### config.mk
export PLATFORM = sky130hd
export DESIGN_NAME = alephminer_core
export DESIGN_NICKNAME = d
export VERILOG_FILES = /design/src/rtl/job_pkg.sv /design/src/rtl/result_pkg.sv /design/src/rtl/kernel_control.sv /design/src/rtl/job_loader_fsm.sv /design/src/rtl/job_word_counter.sv /design/src/rtl/job_register_file.sv /design/src/rtl/winner_collector.sv /design/src/rtl/result_writer_fsm.sv /design/src/rtl/alephminer_core.sv
export SDC_FILE = /design/constraint.sdc
export NUM_CORES = 1
export LEC_CHECK = 0
export BUFFER_PORTS_ARGS = -buffer_cell sky130_fd_sc_hd__buf_2
export CORE_AREA = 2 2 686 688
export CTS_BUF_LIST = sky130_fd_sc_hd__clkbuf_16
export CTS_CLUSTER_SIZE = 16
export DETAILED_ROUTE_END_ITERATION = 16
export DIE_AREA = 0 0 688 690
export PLACE_DENSITY = 0.3
export SLEW_MARGIN = 20
export SYNTH_ARGS = -nofsm -noshare
export SYNTH_HDL_FRONTEND = slang
export SYNTH_HIERARCHICAL = 1
export SYNTH_SLANG_ARGS = --single-unit
### constraint.sdc
create_clock -name ap_clk_2 -period 14 [get_ports ap_clk_2]
set_input_delay 1.4 -clock ap_clk_2 [delete_from_list [all_inputs] [get_ports ap_clk_2]]
set_output_delay 1.4 -clock ap_clk_2 [all_outputs]
set_load 0.02 [all_outputs]
### src/rtl/job_pkg.sv
// job stream layout: word types, miner feed bundle and loader phases
`default_nettype none

package job_pkg;

  ////////////////////////////////////////////////////////////////////////////
  // layout of one job in the word stream
  ////////////////////////////////////////////////////////////////////////////
  localparam int word_w       = 32;
  localparam int target_words = 8;   // also the hash length
  localparam int nonce_words  = 6;   // per miner instance
  localparam int nonce_bytes  = 24;  // chunk length counts the nonce too

  typedef logic [word_w-1:0] word_t;
  typedef word_t [target_words-1:0] target_t;
  typedef word_t [nonce_words-1:0] nonce_t;

  // what the miners see besides target and nonces
  typedef struct packed {
    logic  update;       // new target and nonces valid
    logic  header_wr;    // header_word strobe
    word_t header_word;
  } miner_feed_t;

  typedef enum logic [1:0] {
    ld_idle,
    ld_target,
    ld_nonce,
    ld_header
  } load_phase_e;

endpackage

`default_nettype wire

### src/rtl/result_pkg.sv
// miner report and result record definitions
`default_nettype none

package result_pkg;

  typedef logic [31:0] hash_count_t;

  // one miner instance as seen by the collector
  typedef struct packed {
    logic              found;
    job_pkg::nonce_t   nonce;
    job_pkg::target_t  hash;
    hash_count_t       hash_count;
  } miner_report_t;

  // status word of the record, raw or split
  typedef union packed {
    job_pkg::word_t raw;
    struct packed {
      logic        invalid;  // job ran out of steps
      logic [30:0] count;
    } fields;
  } status_word_u;

  localparam int result_words = 15;  // 6 nonce + status + 8 hash

  typedef enum logic [2:0] {wr_idle, wr_nonce, wr_count, wr_hash, wr_done} writer_state_e;

endpackage

`default_nettype wire

### src/rtl/kernel_control.sv
// kernel control: start edge detection with idle level and done/ready pulse
`default_nettype none

module kernel_control (
  input  wire logic ap_clk_2,
  input  wire logic areset_n_2,
  input  wire logic ap_start,
  input  wire logic result_last,
  output logic      start_pulse,
  output logic      ap_idle,
  output logic      ap_done,
  output logic      ap_ready
);

  logic start_r;

  assign start_pulse = ap_start && !start_r;  // rising edge only
  assign ap_ready    = ap_done;

  always_ff @(posedge ap_clk_2 or negedge areset_n_2) begin
    if (!areset_n_2) begin
      start_r <= 1'b0;
      ap_done <= 1'b0;
      ap_idle <= 1'b1;
    end else begin
      start_r <= ap_start;
      ap_done <= result_last;  // one cycle after the last result word
      if (result_last) begin
        ap_idle <= 1'b1;       // rises together with ap_done
      end else if (start_pulse) begin
        ap_idle <= 1'b0;
      end
    end
  end

endmodule

`default_nettype wire

### src/rtl/job_loader_fsm.sv
// job loader FSM walking the target, nonce and header phases of a job
`default_nettype none

module job_loader_fsm (
  input  wire logic            ap_clk_2,
  input  wire logic            areset_n_2,
  input  wire logic            start_pulse,
  input  wire logic            job_word_valid,
  input  wire logic            last_word,
  output job_pkg::load_phase_e phase,
  output logic                 job_word_take,
  output logic                 accept,
  output logic                 step,
  output logic                 clear
);

  job_pkg::load_phase_e next_phase;
  logic                 phase_end;

  // no word is taken in the restart cycle
  assign job_word_take = (phase != job_pkg::ld_idle) && !start_pulse;
  assign accept        = job_word_valid && job_word_take;
  assign phase_end     = accept && last_word;  // last word of this phase
  assign step          = accept;
  assign clear         = start_pulse || phase_end;

  always_comb begin
    next_phase = phase;
    if (start_pulse) begin
      next_phase = job_pkg::ld_idle;  // abort any load in progress
    end else begin
      case (phase)
        job_pkg::ld_idle: begin
          if (job_word_valid) begin
            next_phase = job_pkg::ld_target;
          end
        end
        job_pkg::ld_target: begin
          if (phase_end) begin
            next_phase = job_pkg::ld_nonce;
          end
        end
        job_pkg::ld_nonce: begin
          if (phase_end) begin
            next_phase = job_pkg::ld_header;
          end
        end
        default: begin
          if (phase_end) begin
            next_phase = job_pkg::ld_idle;
          end
        end
      endcase
    end
  end

  always_ff @(posedge ap_clk_2 or negedge areset_n_2) begin
    if (!areset_n_2) begin
      phase <= job_pkg::ld_idle;
    end else begin
      phase <= next_phase;
    end
  end

endmodule

`default_nettype wire

### src/rtl/job_word_counter.sv
// word counter within the current load phase, with its last-word flag
`default_nettype none

module job_word_counter #(
  parameter int inst_num = 2
) (
  input  wire logic                 ap_clk_2,
  input  wire logic                 areset_n_2,
  input  wire job_pkg::load_phase_e phase,
  input  wire logic                 step,
  input  wire logic                 clear,
  input  wire logic [15:0]          chunk_length,
  output logic [7:0]                index,
  output logic                      last_word
);

  logic [16:0] header_bytes_up;  // header bytes plus 3 for rounding up
  logic [7:0]  header_cnt;
  logic [7:0]  limit;

  assign header_bytes_up = {1'b0, chunk_length} - 17'(job_pkg::nonce_bytes) + 17'd3;

  always_ff @(posedge ap_clk_2 or negedge areset_n_2) begin
    if (!areset_n_2) begin
      header_cnt <= '0;
      index      <= '0;
    end else begin
      header_cnt <= header_bytes_up[9:2];  // whole words, header stays below 256
      if (clear) begin
        index <= '0;
      end else if (step) begin
        index <= index + 8'd1;
      end
    end
  end

  // words in the current phase
  always_comb begin
    case (phase)
      job_pkg::ld_target: limit = 8'(job_pkg::target_words);
      job_pkg::ld_nonce:  limit = 8'(job_pkg::nonce_words * inst_num);
      job_pkg::ld_header: limit = header_cnt;
      default:            limit = '0;
    endcase
  end

  assign last_word = (limit != '0) && (index == limit - 8'd1);

endmodule

`default_nettype wire

### src/rtl/job_register_file.sv
// target and nonce storage, update strobe and header forwarding to the miners
`default_nettype none

module job_register_file #(
  parameter int inst_num = 2
) (
  input  wire logic                      ap_clk_2,
  input  wire logic                      areset_n_2,
  input  wire job_pkg::load_phase_e      phase,
  input  wire logic [7:0]                index,
  input  wire logic                      accept,
  input  wire job_pkg::word_t            job_word,
  input  wire logic                      last_word,
  output job_pkg::target_t               target,
  output job_pkg::nonce_t [inst_num-1:0] nonces,
  output job_pkg::miner_feed_t           miner_feed
);

  logic           take_target, take_nonce, take_header;
  logic           update_r, header_wr_r;
  job_pkg::word_t header_word_r;

  assign take_target = accept && (phase == job_pkg::ld_target);
  assign take_nonce  = accept && (phase == job_pkg::ld_nonce);
  assign take_header = accept && (phase == job_pkg::ld_header);

  // first word of each block lands in its top word, instance 0 first
  always_ff @(posedge ap_clk_2) begin
    for (int w = 0; w < job_pkg::target_words; w++) begin
      if (take_target && index == 8'(job_pkg::target_words - 1 - w)) begin
        target[w] <= job_word;
      end
    end
    for (int i = 0; i < inst_num; i++) begin
      for (int w = 0; w < job_pkg::nonce_words; w++) begin
        if (take_nonce && index == 8'(i * job_pkg::nonce_words + job_pkg::nonce_words - 1 - w)) begin
          nonces[i][w] <= job_word;
        end
      end
    end
    if (take_header) begin
      header_word_r <= job_word;
    end
  end

  always_ff @(posedge ap_clk_2 or negedge areset_n_2) begin
    if (!areset_n_2) begin
      update_r    <= 1'b0;
      header_wr_r <= 1'b0;
    end else begin
      update_r    <= take_nonce && last_word;  // after the final nonce word
      header_wr_r <= take_header;
    end
  end

  assign miner_feed = '{update: update_r, header_wr: header_wr_r, header_word: header_word_r};

endmodule

`default_nettype wire

### src/rtl/winner_collector.sv
// winner capture, hash count accumulation and invalid job detection
`default_nettype none

module winner_collector #(
  parameter int inst_num = 2
) (
  input  wire logic                                    ap_clk_2,
  input  wire logic                                    areset_n_2,
  input  wire result_pkg::miner_report_t [inst_num-1:0] miner_reports,
  input  wire logic [31:0]                             mining_steps,
  input  wire logic                                    update,
  input  wire logic                                    writer_idle,
  output logic                                         trigger,
  output job_pkg::nonce_t                              winner_nonce,
  output job_pkg::target_t                             winner_hash,
  output result_pkg::hash_count_t                      acc_count,
  output logic                                         invalid
);

  logic                    any_found, found_r;
  logic                    invalid_now, invalid_pulse;
  job_pkg::nonce_t         sel_nonce;
  job_pkg::target_t        sel_hash;
  result_pkg::hash_count_t count_sum;

  // walk downwards so the lowest found index wins
  always_comb begin
    any_found = 1'b0;
    sel_nonce = '0;
    sel_hash  = '0;
    count_sum = '0;
    for (int i = inst_num - 1; i >= 0; i--) begin
      if (miner_reports[i].found) begin
        any_found = 1'b1;
        sel_nonce = miner_reports[i].nonce;
        sel_hash  = miner_reports[i].hash;
      end
      count_sum = count_sum + miner_reports[i].hash_count;
    end
  end

  // instance 0 ran all its steps without a hit
  assign invalid_now   = (miner_reports[0].hash_count == mining_steps) && !found_r;
  assign invalid_pulse = invalid_now && !invalid;
  assign trigger       = found_r || invalid_pulse;

  always_ff @(posedge ap_clk_2) begin
    if (any_found && writer_idle) begin
      winner_nonce <= sel_nonce;
      winner_hash  <= sel_hash;
    end
  end

  always_ff @(posedge ap_clk_2 or negedge areset_n_2) begin
    if (!areset_n_2) begin
      found_r   <= 1'b0;
      invalid   <= 1'b1;  // disarmed until the first job arrives
      acc_count <= '0;
    end else begin
      found_r <= any_found;
      if (update) begin
        invalid <= 1'b0;
      end else if (invalid_now) begin
        invalid <= 1'b1;
      end
      if (update) begin
        acc_count <= '0;
      end else if ((any_found || invalid_pulse) && writer_idle) begin
        acc_count <= count_sum;  // snapshot of all instances
      end
    end
  end

endmodule

`default_nettype wire

### src/rtl/result_writer_fsm.sv
// result writer FSM sending the 15-word record of nonce, status and hash
`default_nettype none

module result_writer_fsm (
  input  wire logic                    ap_clk_2,
  input  wire logic                    areset_n_2,
  input  wire logic                    start_pulse,
  input  wire logic                    update,
  input  wire logic                    trigger,
  input  wire job_pkg::nonce_t         winner_nonce,
  input  wire job_pkg::target_t        winner_hash,
  input  wire result_pkg::hash_count_t acc_count,
  input  wire logic                    invalid,
  output logic                         writer_idle,
  output job_pkg::word_t               result_word,
  output logic                         result_valid,
  output logic                         result_last
);

  result_pkg::writer_state_e st, next_st;
  logic [3:0]                idx;       // word number within the record
  logic [3:0]                nonce_pos;
  logic [3:0]                hash_pos;
  result_pkg::status_word_u  status;

  assign nonce_pos = 4'(job_pkg::nonce_words - 1) - idx;  // msw first
  assign hash_pos  = 4'(result_pkg::result_words - 1) - idx;

  assign writer_idle  = (st == result_pkg::wr_idle);
  assign result_valid = (st == result_pkg::wr_nonce) || (st == result_pkg::wr_count) ||
                        (st == result_pkg::wr_hash);
  assign result_last  = (st == result_pkg::wr_hash) &&
                        (idx == 4'(result_pkg::result_words - 1));

  always_comb begin
    status.fields.invalid = invalid;
    status.fields.count   = acc_count[30:0];
    case (st)
      result_pkg::wr_nonce: result_word = winner_nonce[nonce_pos[2:0]];
      result_pkg::wr_count: result_word = status.raw;
      result_pkg::wr_hash:  result_word = winner_hash[hash_pos[2:0]];
      default:              result_word = '0;
    endcase
  end

  ////////////////////////////////////////////////////////////////////////////
  // next state
  ////////////////////////////////////////////////////////////////////////////
  always_comb begin
    next_st = st;
    case (st)
      result_pkg::wr_idle: begin
        if (trigger) begin
          next_st = result_pkg::wr_nonce;
        end
      end
      result_pkg::wr_nonce: begin
        if (idx == 4'(job_pkg::nonce_words - 1)) begin
          next_st = result_pkg::wr_count;
        end
      end
      result_pkg::wr_count: next_st = result_pkg::wr_hash;
      result_pkg::wr_hash: begin
        if (result_last) begin
          next_st = result_pkg::wr_done;
        end
      end
      default: begin
        if (update) begin
          next_st = result_pkg::wr_idle;  // wait for the next job
        end
      end
    endcase
    if (start_pulse) begin
      next_st = result_pkg::wr_idle;
    end
  end

  always_ff @(posedge ap_clk_2 or negedge areset_n_2) begin
    if (!areset_n_2) begin
      st  <= result_pkg::wr_idle;
      idx <= '0;
    end else begin
      st  <= next_st;
      idx <= result_valid && !result_last ? idx + 4'd1 : 4'd0;
    end
  end

endmodule

`default_nettype wire

### src/rtl/alephminer_core.sv
// mining kernel core: job loading, winner collection and result record output
`default_nettype none

module alephminer_core #(
  parameter int inst_num = 2
) (
  input  wire logic                                    ap_clk_2,
  input  wire logic                                    areset_n_2,
  input  wire logic                                    ap_start,
  input  wire job_pkg::word_t                          job_word,
  input  wire logic                                    job_word_valid,
  input  wire logic [15:0]                             chunk_length,
  input  wire logic [31:0]                             mining_steps,
  input  wire result_pkg::miner_report_t [inst_num-1:0] miner_reports,
  output logic                                         job_word_take,
  output job_pkg::miner_feed_t                         miner_feed,
  output job_pkg::target_t                             target,
  output job_pkg::nonce_t [inst_num-1:0]               nonces,
  output job_pkg::word_t                               result_word,
  output logic                                         result_valid,
  output logic                                         result_last,
  output logic                                         ap_idle,
  output logic                                         ap_done,
  output logic                                         ap_ready
);

  logic                    start_pulse;
  job_pkg::load_phase_e    phase;
  logic                    accept, step, clear, last_word;
  logic [7:0]              index;
  logic                    writer_idle, trigger, invalid;
  job_pkg::nonce_t         winner_nonce;
  job_pkg::target_t        winner_hash;
  result_pkg::hash_count_t acc_count;

  kernel_control u_ctrl (
    .ap_clk_2, .areset_n_2, .ap_start, .result_last,
    .start_pulse, .ap_idle, .ap_done, .ap_ready
  );

  ////////////////////////////////////////////////////////////////////////////
  // job side
  ////////////////////////////////////////////////////////////////////////////
  job_loader_fsm u_loader (
    .ap_clk_2, .areset_n_2, .start_pulse, .job_word_valid, .last_word,
    .phase, .job_word_take, .accept, .step, .clear
  );

  job_word_counter #(.inst_num(inst_num)) u_counter (
    .ap_clk_2, .areset_n_2, .phase, .step, .clear, .chunk_length,
    .index, .last_word
  );

  job_register_file #(.inst_num(inst_num)) u_regs (
    .ap_clk_2, .areset_n_2, .phase, .index, .accept, .job_word, .last_word,
    .target, .nonces, .miner_feed
  );

  ////////////////////////////////////////////////////////////////////////////
  // result side
  ////////////////////////////////////////////////////////////////////////////
  winner_collector #(.inst_num(inst_num)) u_collect (
    .ap_clk_2, .areset_n_2, .miner_reports, .mining_steps,
    .update(miner_feed.update), .writer_idle,
    .trigger, .winner_nonce, .winner_hash, .acc_count, .invalid
  );

  result_writer_fsm u_writer (
    .ap_clk_2, .areset_n_2, .start_pulse, .update(miner_feed.update),
    .trigger, .winner_nonce, .winner_hash, .acc_count, .invalid,
    .writer_idle, .result_word, .result_valid, .result_last
  );

endmodule

`default_nettype wire

==> load_flow_metrics.sql <==
INSERT INTO impl_metrics (metric_group, metric, value, unit) VALUES
('outcome', 'outcome', 'completed', ''),
('cts', 'cts_buffer_depth', '4', ''),
('cts', 'clock_insertion_delay_at_the_later_pin_of_the_skew_report', '870', 'ps'),
('sta', 'post-route-min-period', '6090', 'ps'),
('cts', 'h-tree-depth', '4', ''),
('drt', 'via_count', '34900', ''),
('logic_synthesis', 'postSynthNetCount', '3724', ''),
('critical_path', 'r2r_start', 'u_loader/phase[1]$_DFFE_PN0P_', ''),
('sta', 'final.setup_skew', '73.3', 'ps'),
('critical_path', 'timing.critical_path.arrival', '4690', 'ps'),
('sta', 'worst-slew-pin-transition', '1150', 'ps'),
('floorplan', 'ios', '1758', ''),
('hold_path', 'worst_hold_path_type', 'in2async', ''),
('sta', 'rsz0062_at_grt', 'no', ''),
('cts', 'clock_tree_from_tritoncts', 'built', ''),
('sta', 'fin_worst_hold_slack', '370', 'ps'),
('critical_path', 'timing.critical_path.from', 'u_writer/idx[1]$_DFF_PN0_', ''),
('floorplan', 'fp.coreArea', '0.467', 'mm2'),
('logic_synthesis', 'synth.yosys.warnings', '6', ''),
('power_and_ir_drop', 'power.leakage', '25.5', 'nW'),
('logic_synthesis', 'post_synth_inst_count', '2636', ''),
('drt', 'count_of_routing_violations_after_the_opening_detailed_route_iteration', '2639', ''),
('cts', 'cts_resized', '0', ''),
('cts', 'post_cts_hold_buffer_count', '0', ''),
('placement', 'io_buffers', '1750', ''),
('floorplan', 'start_util', '10.1', '%'),
('drt', 'drtPass1Iterations', '5', ''),
('global_route', 'grt_overflow_total', '0', ''),
('job', 'drv_cap', '0', ''),
('logic_synthesis', 'synthesis.area', '0.0470', 'mm2'),
('sta', 'slew_headroom', '23.6', '%'),
('critical_path', 'reg2reg_to', 'u_counter/index[5]$_DFFE_PN0P_', ''),
('drt', 'route.detailed.vias_per_inst', '3.20', ''),
('power_and_ir_drop', 'seq_power_share', '40.4', '%'),
('power_and_ir_drop', 'power.share.combinational', '24.2', '%'),
('finish', 'drive_above_1_share', '48.8', '%'),
('power_and_ir_drop', 'net_switching', '4.02', 'mW'),
('cts', 'cts_bufs_inserted', '164', ''),
('critical_path', 'worstSetupPathType', 'reg2out', ''),
('critical_path', 'regToRegSetupSlack', '9560', 'ps'),
('critical_path', 'critical_path.endpoint_type', 'output pin', ''),
('placement', 'gp_congestion', '1.05', ''),
('critical_path', 'critical_path.startpoint_type', 'flop', ''),
('power_and_ir_drop', 'p_per_area', '171', 'mW/mm2'),
('floorplan', 'fp-row-count', '251', ''),
('floorplan', 'chipHeight', '690', 'um'),
('critical_path', 'critPathRequiredTime', '12600', 'ps'),
('power_and_ir_drop', 'cell_internal_pwr', '7.80', 'mW'),
('floorplan', 'dieArea', '0.475', 'mm2'),
('finish', 'area_growth_syn_to_layout', '47.3', '%'),
('cts', 'clock_sinks', '1183', ''),
('logic_synthesis', 'synth.avg_cell_area', '17.8', 'um2'),
('global_route', 'grtUsageTotal', '13.7', '%'),
('critical_path', 'reg2reg_depth', '13', ''),
('power_and_ir_drop', 'irDropWorstVdd', '0.000101', 'V'),
('sta', 'setup_slack_of_the_critical_path_after_layout', '7910', 'ps'),
('drt', 'mean_routed_wirelength_per_cell', '31.3', 'um'),
('critical_path', 'timing.critical_path.fanout_max', '32', ''),
('sta', 'totalNegativeSetupSlack', '0', 'ps'),
('placement', 'hpwl', '280', 'mm'),
('global_route', 'grt_first_pass_wirelength', '417', 'mm'),
('drt', 'antenna_violating_nets_post_route', '0', ''),
('finish', 'finalNonFillerCells', '10900', ''),
('floorplan', 'die_width', '688', 'um'),
('finish', 'nets', '5539', ''),
('placement', 'place.detailed.instances', '10500', ''),
('global_route', 'grt_max_degree', '115', ''),
('cts', 'clockRootBuffer', 'clkbuf_16', ''),
('power_and_ir_drop', 'clock_power_share', '35.4', '%'),
('sta', 'maxSlewViolCount', '0', ''),
('cts', 'cts_setup_buffers', '0', ''),
('drt', 'totalWireLength', '341', 'mm'),
('sta', 'period_share', '43.5', '%'),
('sta', 'final-setup-viol-count', '0', ''),
('sta', 'hold_violations', '0', ''),
('power_and_ir_drop', 'power_switching_share', '34.0', '%'),
('global_route', 'antenna_found_initial', '337', ''),
('placement', 'setup_ws_pre_cts', '8380', 'ps'),
('sta', 'max_freq', '164', 'MHz'),
('cts', 'worst_setup_hold_path_clk_slew', '60', 'ps'),
('drt', 'detail_route.drc_violations', '0', ''),
('global_route', 'first_global_vias', '34900', '');
## cell type report
type / count / area [um2]
Inverter: 18 / 67.6
Clock inverter: 127 / 1100
Sequential cell: 1183 / 35200
Multi-Input combinational cell: 1251 / 11200
Fill cell: 52300 / 397000
Clock buffer: 168 / 4200
Tap cell: 6198 / 7750
Timing Repair Buffer: 1833 / 9410
Antenna cell: 141 / 353
## layout by cell type, fill, tap and decap left out, drive strengths merged, types with 7 or more instances in the layout
cell type / instances
a22oi: 32
mux2: 32
buf: 1833
a21o: 10
nor4: 32
mux4: 65
clkinvlp: 10
bufinv: 14
xor2: 54
and3: 7
nor2: 37
clkbuf: 168
nor3: 16
clkinv: 60
nand2b: 18
diode: 141
xnor2: 19
nand4: 13
o21a: 7
a222oi: 31
edfxtp: 1120
inv: 61
a22o: 454
nand2: 98
ha: 41
o22ai: 31
o21ai: 29
dfrtp: 61
o31ai: 21
nand3: 13
mux2i: 67
a21oi: 39
## worst max-delay path, stage by stage (launching register included)
cell and delay [ps]:
dfrtp_4 690, inv_1 150, ha_4 390, buf_4 540
mux4_2 530, a222oi_1 1000, nand2_1 160, buf_2 270
## power groups by stage
| stage | combinational, mW | sequential, mW | clock [mW] |
|---|---|---|---|
| finish | 2.86 | 4.77 | 4.18 |
| global route | 3.10 | 4.83 | 4.48 |
| CTS | 3.13 | 4.79 | 4.37 |
| detailed placement | 3.12 | 4.86 | 0 |
| global placement | 3.11 | 4.85 | 0 |
| floorplan | 1.31 | 4.93 | 0 |
## flip-flops by register name, summed over array words and instances (netlist names)
signal,flops
u_ctrl/ap_idle,1
u_collect/found_r,1
u_counter/index,8
u_ctrl/start_r,1
u_regs/nonces,384
u_regs/update_r,1
u_regs/header_word_r,32
u_collect/acc_count,31
u_regs/header_wr_r,1
u_regs/target,256
u_writer/idx,4
u_ctrl/ap_done,1
u_writer/st,3
u_collect/invalid,1
u_counter/header_cnt,8
u_collect/winner_nonce,192
u_collect/winner_hash,256
u_loader/phase,2
## metal layers
metal  vias up  track usage, %  share of wire [%]
met3       770            4.99                8.4
met5         -               0               0.35
met1     17400            13.7                 34
met4       180            4.51                4.0
li1      14700               -                  -
met2      1852            26.0                 53
## how the worst max path moves through the flow
stage,end,slack [ps]
floorplan,u_collect/acc_count[29]$_DFFE_PN0P_,710
global placement,result_word[7],8370
detailed placement,result_word[7],8380
CTS,result_word[7],7420
global route,result_word[7],7620
finish,result_word[2],7910
## per-stage QoR
| stage | utilization (%) | total power, mW | instance area (um2) |
|---|---|---|---|
| after floorplan | - | 6.24 | 47000 |
| after global placement | 13.6 | 7.96 | 63600 |
| after detailed placement | 13.6 | 7.98 | 63600 |
| after CTS | 14.8 | 12.3 | 68900 |
| after global routing | 14.8 | 12.4 | 69200 |
| final | 14.8 | 11.8 | 69300 |
Power figures use the tool's default switching activity.
